--- config.mk ---
export PLATFORM = sky130hd
export DESIGN_NAME = tpm_management
export DESIGN_NICKNAME = d
export VERILOG_FILES = /design/src/common/tpm_mgmt_pkg.sv /design/src/hierarchy/hierarchy_control.sv /design/src/hw/op_state_fsm.sv /design/src/hw/startup_decoder.sv /design/src/hw/response_code_select.sv /design/src/hw/tpm_management.sv
export SDC_FILE = /design/constraint.sdc
export NUM_CORES = 1
export LEC_CHECK = 0
export ABC_AREA = 1
export ABC_CLOCK_PERIOD_IN_PS = 3000
export BUFFER_PORTS_ARGS = -buffer_cell sky130_fd_sc_hd__buf_2
export CAP_MARGIN = 10
export CORE_ASPECT_RATIO = 1.2
export CORE_MARGIN = 1
export CORE_UTILIZATION = 35
export CTS_CLUSTER_DIAMETER = 30
export DETAILED_ROUTE_END_ITERATION = 8
export PLACE_DENSITY_LB_ADDON = 0.25
export SLEW_MARGIN = 25
export SYNTH_ARGS = -nofsm -noshare
export SYNTH_HDL_FRONTEND = slang
export SYNTH_SLANG_ARGS = --single-unit
--- constraint.sdc ---
create_clock -name clock -period 3 [get_ports clock]
set_clock_uncertainty 0.05 [all_clocks]
set_input_delay 0.6 -clock clock [delete_from_list [all_inputs] [get_ports clock]]
set_output_delay 0.6 -clock clock [all_outputs]
set_load 0.02 [all_outputs]
--- src/common/tpm_mgmt_pkg.sv ---
// Holds only the TPM 2.0 encodings this block decodes, and response codes are full 32-bit values
`default_nettype none

package tpm_mgmt_pkg;

	//////////////////////////////////////////////////////////////////////
	// Device state and startup encodings

	typedef enum logic [2:0] {
		power_off      = 3'd0,	// Entered from reset and left on the first step
		initialization = 3'd1,
		startup        = 3'd2,
		operational    = 3'd3,
		self_test      = 3'd4,
		failure_mode   = 3'd5,	// Absorbing state
		shutdown       = 3'd6
	} op_state_e;

	typedef enum logic [2:0] {
		su_done    = 3'd0,	// No startup in progress
		su_reset   = 3'd1,
		su_restart = 3'd2,
		su_resume  = 3'd3,
		su_invalid = 3'd4	// State startup after a disorderly shutdown
	} startup_type_e;

	// Result of a hierarchy control command, handed on to the response code register
	typedef enum logic [1:0] {
		hc_none        = 2'd0,
		hc_success     = 2'd1,
		hc_value_error = 2'd2,	// Platform tried to set its own enable
		hc_auth_error  = 2'd3	// Owner or endorsement went beyond clearing its own enable
	} hc_verdict_e;

	typedef logic [15:0] tpm_cc_t;
	typedef logic [31:0] tpm_rc_t;
	typedef logic [31:0] tpm_handle_t;

	//////////////////////////////////////////////////////////////////////
	// Command codes, response codes and handles

	localparam tpm_cc_t cc_hierarchy_control     = 16'h0121;
	localparam tpm_cc_t cc_incremental_self_test = 16'h0142;
	localparam tpm_cc_t cc_self_test             = 16'h0143;
	localparam tpm_cc_t cc_startup               = 16'h0144;
	localparam tpm_cc_t cc_shutdown              = 16'h0145;
	localparam tpm_cc_t cc_get_capability        = 16'h017A;
	localparam tpm_cc_t cc_get_test_result       = 16'h017C;

	localparam tpm_rc_t rc_success   = 32'h0000_0000;
	localparam tpm_rc_t rc_initialize = 32'h0000_0100;	// Format zero base plus zero
	localparam tpm_rc_t rc_failure   = 32'h0000_0101;
	localparam tpm_rc_t rc_auth_type = 32'h0000_0124;
	localparam tpm_rc_t rc_value     = 32'h0000_0084;	// Format one base plus four

	localparam tpm_handle_t rh_owner       = 32'h4000_0001;
	localparam tpm_handle_t rh_endorsement = 32'h4000_000B;
	localparam tpm_handle_t rh_platform    = 32'h4000_000C;
	localparam tpm_handle_t rh_platform_nv = 32'h4000_000D;

	// Startup and shutdown parameter values
	localparam logic [15:0] su_clear = 16'd0;
	localparam logic [15:0] su_state = 16'd1;

	localparam logic [7:0] locality_zero = 8'b0000_0001;	// One-hot locality encoding

	localparam int default_test_count_width = 16;

endpackage

`default_nettype wire

--- src/hierarchy/hierarchy_control.sv ---
// Judges hierarchy control from arguments latched one step earlier, and commands count only at locality zero
`timescale 1ns/1ps
`default_nettype none

module hierarchy_control (
	input  logic                        clock,
	input  logic                        reset_n,
	input  logic                        key_start_n,
	input  tpm_mgmt_pkg::op_state_e     op_state,
	input  tpm_mgmt_pkg::startup_type_e startup_type,
	input  tpm_mgmt_pkg::tpm_cc_t       tpm_cc,
	input  logic [7:0]                  locality,
	input  tpm_mgmt_pkg::tpm_handle_t   auth_hierarchy,
	input  tpm_mgmt_pkg::tpm_handle_t   enable_arg,	// Handle of the enable to change
	input  logic                        yes_no,	// One sets the enable, zero clears it
	input  logic                        nv_ph_enable_nv,
	input  logic                        nv_sh_enable,
	input  logic                        nv_eh_enable,
	output logic                        ph_enable,
	output logic                        ph_enable_nv,
	output logic                        sh_enable,
	output logic                        eh_enable,
	output tpm_mgmt_pkg::hc_verdict_e   hc_verdict
);
	import tpm_mgmt_pkg::*;

	tpm_handle_t auth_q;	// Authorizing hierarchy of the last operational step
	tpm_handle_t enable_q;
	logic        yes_no_q;

	//////////////////////////////////////////////////////////////////////
	// Authorization verdict

	always_comb begin
		hc_verdict = hc_none;
		if (op_state == operational && tpm_cc == cc_hierarchy_control &&
				locality == locality_zero) begin
			case (auth_q)
				rh_platform: begin
					// Platform may change any enable but can only clear its own
					if (enable_q inside {rh_endorsement, rh_owner, rh_platform_nv} ||
							(enable_q == rh_platform && !yes_no_q))
						hc_verdict = hc_success;
					else
						hc_verdict = hc_value_error;
				end
				rh_owner, rh_endorsement: begin
					// Owner and endorsement may only clear their own enable
					if (enable_q == auth_q && !yes_no_q)
						hc_verdict = hc_success;
					else
						hc_verdict = hc_auth_error;
				end
				default: begin
					hc_verdict = hc_none;	// Not a hierarchy authority
				end
			endcase
		end
	end

	//////////////////////////////////////////////////////////////////////
	// Enable registers

	always_ff @(posedge clock or negedge reset_n) begin
		if (!reset_n) begin
			ph_enable    <= 1'b0;
			ph_enable_nv <= 1'b0;
			sh_enable    <= 1'b0;
			eh_enable    <= 1'b0;
			auth_q       <= '0;	// Zero matches no authority, so no verdict before a latch
			enable_q     <= '0;
			yes_no_q     <= 1'b0;
		end else if (!key_start_n) begin
			if (op_state == startup && startup_type inside {su_reset, su_restart, su_resume}) begin
				ph_enable <= 1'b1;	// Every valid startup enables the platform
				if (startup_type == su_resume) begin
					ph_enable_nv <= nv_ph_enable_nv;	// Resume restores the saved switches
					sh_enable    <= nv_sh_enable;
					eh_enable    <= nv_eh_enable;
				end else begin
					ph_enable_nv <= 1'b1;
					sh_enable    <= 1'b1;
					eh_enable    <= 1'b1;
				end
			end else if (op_state == operational) begin
				auth_q   <= auth_hierarchy;
				enable_q <= enable_arg;
				yes_no_q <= yes_no;
				// A success verdict has already checked authority against the target
				if (hc_verdict == hc_success) begin
					case (enable_q)
						rh_endorsement: eh_enable    <= yes_no_q;
						rh_owner:       sh_enable    <= yes_no_q;
						rh_platform_nv: ph_enable_nv <= yes_no_q;
						rh_platform:    ph_enable    <= yes_no_q;	// Always a clear here
						default:        ;
					endcase
				end
			end
		end
	end

	// The platform enable is only ever turned on by a startup step
	a_ph_rise_in_startup: assert property (@(posedge clock) disable iff (!reset_n)
		$rose(ph_enable) |-> $past(op_state) == startup);

endmodule

`default_nettype wire

--- src/hw/op_state_fsm.sv ---
// Decides from counts registered one step earlier, and any code outside the seven states goes to failure mode
`timescale 1ns/1ps
`default_nettype none

module op_state_fsm #(
	parameter int test_count_width = tpm_mgmt_pkg::default_test_count_width
) (
	input  logic                          clock,
	input  logic                          reset_n,
	input  logic                          key_start_n,
	input  tpm_mgmt_pkg::tpm_cc_t         tpm_cc,
	input  logic                          initialized,
	input  logic [test_count_width-1:0]   tests_run,
	input  logic [test_count_width-1:0]   tests_passed,
	input  logic [test_count_width-1:0]   untested,
	input  tpm_mgmt_pkg::startup_type_e   startup_type,
	output tpm_mgmt_pkg::op_state_e       op_state,
	output logic                          initialized_q
);
	import tpm_mgmt_pkg::*;

	logic [test_count_width-1:0] tests_run_q;
	logic [test_count_width-1:0] tests_passed_q;
	logic [test_count_width-1:0] untested_q;
	op_state_e                   op_state_next;

	//////////////////////////////////////////////////////////////////////
	// State and input registers

	always_ff @(posedge clock or negedge reset_n) begin
		if (!reset_n) begin
			op_state       <= power_off;
			initialized_q  <= 1'b0;
			tests_run_q    <= '0;
			tests_passed_q <= '0;
			untested_q     <= '0;
		end else if (!key_start_n) begin
			op_state       <= op_state_next;
			initialized_q  <= initialized;	// Execution engine flag, sampled every step
			tests_run_q    <= tests_run;
			tests_passed_q <= tests_passed;
			untested_q     <= untested;
		end
	end

	//////////////////////////////////////////////////////////////////////
	// Next state

	always_comb begin
		op_state_next = op_state;	// Hold unless a rule below moves it
		case (op_state)
			power_off: begin
				op_state_next = initialization;
			end
			initialization: begin
				if (tpm_cc == cc_startup)
					op_state_next = startup;	// Only the startup command leaves here
			end
			startup: begin
				// Initialization done wins over a bad startup request
				if (initialized_q)
					op_state_next = operational;
				else if (startup_type == su_invalid)
					op_state_next = initialization;	// Host must retry with a clear startup
			end
			operational: begin
				if (tpm_cc == cc_self_test || tpm_cc == cc_incremental_self_test)
					op_state_next = self_test;
				else if (tpm_cc == cc_shutdown)
					op_state_next = shutdown;
			end
			self_test: begin
				// A single failed test ends in failure mode
				if (tests_passed_q != tests_run_q)
					op_state_next = failure_mode;
				else if (untested_q == '0)
					op_state_next = operational;	// Every algorithm tested and passed
			end
			failure_mode: begin
				op_state_next = failure_mode;
			end
			shutdown: begin
				op_state_next = operational;
			end
			default: begin
				op_state_next = failure_mode;	// Corrupted state register
			end
		endcase
	end

	// The state register only ever carries one of the seven defined codes
	a_state_legal: assert property (@(posedge clock) disable iff (!reset_n)
		op_state inside {power_off, initialization, startup, operational,
			self_test, failure_mode, shutdown});

	// Only reset takes the device out of failure mode
	a_failure_sticky: assert property (@(posedge clock) disable iff (!reset_n)
		op_state == failure_mode |=> op_state == failure_mode);

endmodule

`default_nettype wire

--- src/hw/startup_decoder.sv ---
// Parameters are registered every step and the type is decoded from them only while in startup
`timescale 1ns/1ps
`default_nettype none

module startup_decoder (
	input  logic                        clock,
	input  logic                        reset_n,
	input  logic                        key_start_n,
	input  tpm_mgmt_pkg::op_state_e     op_state,
	input  logic [15:0]                 startup_param,	// Low half of cmd_param
	input  logic [15:0]                 orderly_input,
	output tpm_mgmt_pkg::startup_type_e startup_type
);
	import tpm_mgmt_pkg::*;

	logic [15:0]   startup_param_q;
	logic [15:0]   orderly_q;
	startup_type_e startup_type_next;

	always_ff @(posedge clock) begin
		if (!key_start_n) begin
			startup_param_q <= startup_param;
			orderly_q       <= orderly_input;
		end
	end

	// Only an orderly state shutdown allows a resume
	always_comb begin
		if (op_state != startup)
			startup_type_next = su_done;
		else if (orderly_q == su_state)
			startup_type_next = (startup_param_q == su_state) ? su_resume : su_restart;
		else
			startup_type_next = (startup_param_q == su_state) ? su_invalid : su_reset;
	end

	always_ff @(posedge clock or negedge reset_n) begin
		if (!reset_n)
			startup_type <= su_done;
		else if (!key_start_n)
			startup_type <= startup_type_next;
	end

	// A type other than done lasts no further than the state that follows startup
	a_done_outside_startup: assert property (@(posedge clock) disable iff (!reset_n)
		startup_type != su_done |-> op_state inside {startup, initialization, operational});

endmodule

`default_nettype wire

--- src/hw/response_code_select.sv ---
// The response code holds its last value in states with no rule, and self test compares the raw counts
`timescale 1ns/1ps
`default_nettype none

module response_code_select #(
	parameter int test_count_width = tpm_mgmt_pkg::default_test_count_width
) (
	input  logic                          clock,
	input  logic                          reset_n,
	input  logic                          key_start_n,
	input  tpm_mgmt_pkg::op_state_e       op_state,
	input  tpm_mgmt_pkg::startup_type_e   startup_type,
	input  tpm_mgmt_pkg::hc_verdict_e     hc_verdict,
	input  tpm_mgmt_pkg::tpm_cc_t         tpm_cc,
	input  tpm_mgmt_pkg::tpm_rc_t         execution_rc,
	input  logic                          initialized_q,	// Registered in the state controller
	input  logic [test_count_width-1:0]   tests_run,
	input  logic [test_count_width-1:0]   tests_passed,
	input  logic [15:0]                   shutdown_param,
	output tpm_mgmt_pkg::tpm_rc_t         tpm_rc,
	output logic [15:0]                   shutdown_save
);
	import tpm_mgmt_pkg::*;

	tpm_rc_t rc_next;

	//////////////////////////////////////////////////////////////////////
	// Response code per state

	always_comb begin
		rc_next = tpm_rc;
		case (op_state)
			initialization: begin
				if (tpm_cc != cc_startup)
					rc_next = rc_initialize;	// Nothing but startup is accepted yet
			end
			startup: begin
				if (initialized_q)
					rc_next = rc_success;
				else if (startup_type == su_invalid)
					rc_next = rc_value;
			end
			operational: begin
				// The execution engine answers every command that is not hierarchy control
				case (hc_verdict)
					hc_success:     rc_next = rc_success;
					hc_value_error: rc_next = rc_value;
					hc_auth_error:  rc_next = rc_auth_type;
					default:        rc_next = execution_rc;
				endcase
			end
			self_test: begin
				rc_next = (tests_passed != tests_run) ? rc_failure : execution_rc;
			end
			failure_mode: begin
				// Only test result and capability queries still run
				if (tpm_cc == cc_get_test_result || tpm_cc == cc_get_capability)
					rc_next = execution_rc;
				else
					rc_next = rc_failure;
			end
			default: begin
				rc_next = tpm_rc;
			end
		endcase
	end

	//////////////////////////////////////////////////////////////////////
	// Registers

	always_ff @(posedge clock or negedge reset_n) begin
		if (!reset_n) begin
			tpm_rc        <= rc_success;
			shutdown_save <= su_clear;
		end else if (!key_start_n) begin
			tpm_rc <= rc_next;
			if (op_state == shutdown)
				shutdown_save <= shutdown_param;	// Read back as orderly state on the next power up
		end
	end

endmodule

`default_nettype wire

--- src/hw/tpm_management.sv ---
// All state advances only on clock edges with key_start_n low, and cmd_param carries the low 33 bits
`timescale 1ns/1ps
`default_nettype none

module tpm_management #(
	parameter int test_count_width = tpm_mgmt_pkg::default_test_count_width
) (
	input  logic                          clock,
	input  logic                          reset_n,
	input  logic                          key_start_n,	// Step strobe, active low
	input  tpm_mgmt_pkg::tpm_cc_t         tpm_cc,
	input  logic [32:0]                   cmd_param,
	input  logic [15:0]                   orderly_input,	// Saved state of the last shutdown
	input  logic                          initialized,
	input  tpm_mgmt_pkg::tpm_handle_t     auth_hierarchy,
	input  tpm_mgmt_pkg::tpm_rc_t         execution_rc,
	input  logic [7:0]                    locality,
	input  logic [test_count_width-1:0]   tests_run,
	input  logic [test_count_width-1:0]   tests_passed,
	input  logic [test_count_width-1:0]   untested,
	input  logic                          nv_ph_enable_nv,
	input  logic                          nv_sh_enable,
	input  logic                          nv_eh_enable,
	output tpm_mgmt_pkg::op_state_e       op_state,
	output tpm_mgmt_pkg::startup_type_e   startup_type,
	output tpm_mgmt_pkg::tpm_rc_t         tpm_rc,
	output logic                          ph_enable,
	output logic                          ph_enable_nv,
	output logic                          sh_enable,
	output logic                          eh_enable,
	output logic [15:0]                   shutdown_save
);
	import tpm_mgmt_pkg::*;

	logic        initialized_q;	// Registered initialized, shared with the response code logic
	hc_verdict_e hc_verdict;

	//////////////////////////////////////////////////////////////////////
	// Control

	op_state_fsm #(
		.test_count_width(test_count_width)
	) u_op_state_fsm (
		.clock        (clock),
		.reset_n      (reset_n),
		.key_start_n  (key_start_n),
		.tpm_cc       (tpm_cc),
		.initialized  (initialized),
		.tests_run    (tests_run),
		.tests_passed (tests_passed),
		.untested     (untested),
		.startup_type (startup_type),
		.op_state     (op_state),
		.initialized_q(initialized_q)
	);

	//////////////////////////////////////////////////////////////////////
	// Datapath blocks

	startup_decoder u_startup_decoder (
		.clock        (clock),
		.reset_n      (reset_n),
		.key_start_n  (key_start_n),
		.op_state     (op_state),
		.startup_param(cmd_param[15:0]),
		.orderly_input(orderly_input),
		.startup_type (startup_type)
	);

	// The enable handle sits above the yes/no bit in cmd_param
	hierarchy_control u_hierarchy_control (
		.clock          (clock),
		.reset_n        (reset_n),
		.key_start_n    (key_start_n),
		.op_state       (op_state),
		.startup_type   (startup_type),
		.tpm_cc         (tpm_cc),
		.locality       (locality),
		.auth_hierarchy (auth_hierarchy),
		.enable_arg     (cmd_param[32:1]),
		.yes_no         (cmd_param[0]),
		.nv_ph_enable_nv(nv_ph_enable_nv),
		.nv_sh_enable   (nv_sh_enable),
		.nv_eh_enable   (nv_eh_enable),
		.ph_enable      (ph_enable),
		.ph_enable_nv   (ph_enable_nv),
		.sh_enable      (sh_enable),
		.eh_enable      (eh_enable),
		.hc_verdict     (hc_verdict)
	);

	response_code_select #(
		.test_count_width(test_count_width)
	) u_response_code_select (
		.clock         (clock),
		.reset_n       (reset_n),
		.key_start_n   (key_start_n),
		.op_state      (op_state),
		.startup_type  (startup_type),
		.hc_verdict    (hc_verdict),
		.tpm_cc        (tpm_cc),
		.execution_rc  (execution_rc),
		.initialized_q (initialized_q),
		.tests_run     (tests_run),
		.tests_passed  (tests_passed),
		.shutdown_param(cmd_param[15:0]),
		.tpm_rc        (tpm_rc),
		.shutdown_save (shutdown_save)
	);

endmodule

`default_nettype wire

==> results.json <==
{
  "status": "complete, no violations",
  "fin_crit_sh_pct": 77.7,
  "slowest_stage": "a21oi_4",
  "path_cells": "inv_2, nor2_4, inv_4, nor2_4, inv_2, nor2_2, nand2_1, nand2_1, nor2_2, nand2_2, a21oi_4, buf_16, nand3_1, nand2_1",
  "crit_fanout": 18,
  "synth_ff_type": "dfrtp_1",
  "dieArea_um2": 28500,
  "synth_cell_types": 43,
  "p_comb_share_pct": 22.5,
  "yosys_register_bits": 204,
  "areaGrowthSynthToFinish_pct": 33.8,
  "drt-initial-drc-count": 425,
  "finalSetupTns_ns": 0,
  "cp.arrival_ns": 2.73,
  "switchingPower_mw": 3.84,
  "worstSetupEndpointType": "register",
  "grt_usage_pct": 17.9,
  "p_seq_share_pct": 34.5,
  "numCtsBuffers": 50,
  "clk_latency_ns": 0.54,
  "cp.required_ns": 3.40,
  "clock-sinks": 204,
  "die_x_um": 154,
  "synth_top_area_share_pct": 44.3,
  "worst_pin_slew_ns": 0.713,
  "hold_viol": 0,
  "grtUsageMet3_pct": 3.60,
  "drv_slew": 0,
  "gp_congestion": 0.861,
  "start_util_pct": 35.8,
  "use_met1_pct": 21.9,
  "p_clk_share_pct": 43.0,
  "r2r_setup_slack_ns": 0.67,
  "grt_first_pass_wirelength_um": 40200,
  "drt-total-wl_um": 25100,
  "async_reset_ff_share_pct": 84.3,
  "grt_start_max_net_pins": 80,
  "final_util_pct": 47.9,
  "max_freq_mhz": 429,
  "dp_hpwl_um": 18400,
  "max_slew_margin_pct": 52.4,
  "drcViolationCount": 0,
  "dr.pass1.iters": 4,
  "yosysWarnings": 0,
  "synth_most_common_cell": "nand2_1",
  "cp_top_family": "simple AND/OR/NAND/NOR gates",
  "hold_class": "in -> reg",
  "syn-cell-area_um2": 9720,
  "cts_setup_buffers": 0,
  "path_class": "reg -> reg",
  "wl_per_cell_um": 14.3,
  "rows": 66,
  "via_per_inst": 4.62,
  "netlist_instances": 1094,
  "internal_power_mw": 7.99,
  "design.core.area_um2": 27200,
  "start_kind": "register",
  "met2_usage_pct": 31.4,
  "yosysTopAreaCell": "dfrtp_1",
  "cts_hold_buf": 1,
  "cts.clk_slew.worst_paths_ns": 0.04,
  "crit_path_frequent_cell": "nand2_1",
  "seq_area_frac_synth_pct": 54.2,
  "powerDensity_nw_per_um2": 910,
  "htree_num_levels": 2,
  "p_leak_nw": 6.49,
  "synth.net_count": 1287,
  "setup_viol": 0,
  "overflow": 0,
  "busiest_layer": "met2",
  "port_buffers": 249,
  "cts-resized-gates": 0,
  "fp.dieH_um": 185,
  "min_period_ns": 2.33,
  "cts_tree": "done",
  "antenna_found_initial": 4,
  "clockRootBuffer": "clkbuf_16",
  "vias": 8099,
  "final_nets": 1563,
  "rsz0062_at_grt": "no",
  "clock_path_buffers": 3,
  "ir_drop_mv": 0.516,
  "pin_count": 250,
  "synth_area_leaders": "dfrtp_1, nand2_1, edfxtp_1",
  "worst-path-buf-inv": 4,
  "grt_pass1_vias": 8023,
  "synth_edf_count": 32,
  "cpPeakStageDelay_ns": 0.56,
  "switching_share_pct": 32.4,
  "cap_violations": 0,
  "postRouteAntennaNets": 0,
  "drive_gt1_share_pct": 32.3,
  "yosys-top-cells-count": "nand2_1, dfrtp_1, nor2_1, inv_1, o21ai_0",
  "avgSynthCellArea_um2": 8.89
}
## per-stage QoR
step	worst slack (ns)	instance area, um2	power, mW	cells	hold slack [ns]
2_1_floorplan	0.356	9720	5.94	1094	0.254
3_3_place_gp	0.313	11300	6.74	1656	0.405
3_5_place_dp	0.494	11300	6.83	1657	0.410
4_1_cts	0.657	13000	12.0	1751	0.169
5_1_grt	0.456	13000	12.6	1753	0.174
6_report	0.670	13000	11.8	1753	0.198
## power groups by stage
stage | Sequential (mW) | Combinational, mW | Clock [mW]
detailed placement | 4.13 | 2.70 | 0
finish | 4.08 | 2.67 | 5.09
global placement | 4.10 | 2.64 | 0
CTS | 4.09 | 2.72 | 5.20
floorplan | 4.21 | 1.72 | 0
global route | 4.19 | 3.02 | 5.35
## state kept, by name, summed over array words and instances, names as in the netlist
signal and cells:
u_hierarchy_control.ph_enable 1, u_hierarchy_control.yes_no_q 1, u_op_state_fsm.untested_q 16, u_op_state_fsm.tests_run_q 16
u_response_code_select.tpm_rc 32, u_op_state_fsm.tests_passed_q 16, u_startup_decoder.startup_param_q 16, u_hierarchy_control.enable_q 32
u_hierarchy_control.ph_enable_nv 1, u_op_state_fsm.initialized_q 1, u_startup_decoder.orderly_q 16, u_hierarchy_control.eh_enable 1
u_hierarchy_control.auth_q 32, u_hierarchy_control.sh_enable 1, u_response_code_select.shutdown_save 16, u_op_state_fsm.op_state 3
u_startup_decoder.startup_type 3
## routing by layer
layer / vias to the layer above / wire length (um) / part of all wire, %
li1: 4110 / - / -
met1: 3737 / 10600 / 42
met2: 205 / 12800 / 51
met3: 43 / 1160 / 4.6
met4: 4 / 512 / 2.0
met5: - / 23 / 0.092
## layout by cell type (no fill, tap or decap), drive strengths merged, types with 3 or more instances in the layout
cell type    n
nand2      347
buf        259
dfrtp      172
nor2       123
inv         99
clkbuf      63
o21ai       62
nand3       53
a21oi       44
edfxtp      32
xnor2       26
nand4       24
mux2        19
clkinv      17
nor4        13
xor2        13
nor3        13
clkinvlp     8
nand3b       4
o31ai        4
o22ai        3
o2111ai      3
## worst reg2reg max path, stage by stage, from the launching register on
cell,delay (ns)
dfrtp_1,0.42
inv_2,0.13
nor2_4,0.05
inv_4,0.11
nor2_4,0.06
inv_2,0.09
nor2_2,0.05
nand2_1,0.06
nand2_1,0.06
nor2_2,0.11
nand2_2,0.09
a21oi_4,0.56
buf_16,0.24
nand3_1,0.09
nand2_1,0.08
## final cells by class
cell class	count	area [um2]
Multi-Input combinational cell	758	3900
Clock inverter	30	264
Antenna cell	2	5.00
Sequential cell	204	5270
Fill cell	2645	14200
Timing Repair Buffer	260	1400
Tap cell	340	425
Inverter	96	365
Clock buffer	63	1380
## worst paths after layout
check / start / to / cells past startpoint
setup / recovery: u_op_state_fsm.op_state[1]$_DFFE_PN0P_ / u_response_code_select.tpm_rc[13]$_DFFE_PN0P_ / 14
hold / removal: orderly_input[13] / u_startup_decoder.orderly_q[13]$_DFFE_PN_ / 1
setup reg to reg: u_op_state_fsm.op_state[1]$_DFFE_PN0P_ / u_response_code_select.tpm_rc[13]$_DFFE_PN0P_ / 14
max in group asynchronous: reset_n / u_hierarchy_control.enable_q[30]$_DFFE_PN0P_ / 3
min in group asynchronous: reset_n / u_op_state_fsm.tests_passed_q[5]$_DFFE_PN0N_ / 2
hold reg to reg: u_response_code_select.tpm_rc[18]$_DFFE_PN0P_ / u_response_code_select.tpm_rc[18]$_DFFE_PN0P_ / 2
## kinds of logic (layout without fill, tap and decap cells)
| group | count (synthesis) | in the layout | share of synthesized area [%] |
|---|---|---|---|
| AND/OR/NAND/NOR | 581 | 581 | 27.6 |
| flip-flops | 204 | 204 | 54.2 |
| buffers and inverters | 132 | 449 | 5.78 |
| AO/OA/AOI/OAI | 118 | 118 | 6.65 |
| XOR/XNOR | 39 | 39 | 3.51 |
| multiplexers | 19 | 19 | 2.20 |
| adder cells (fa/ha/maj) | 1 | 1 | 0.129 |
| other | 0 | 2 | 0 |
Note: power is estimated with default switching activity, not from simulation.
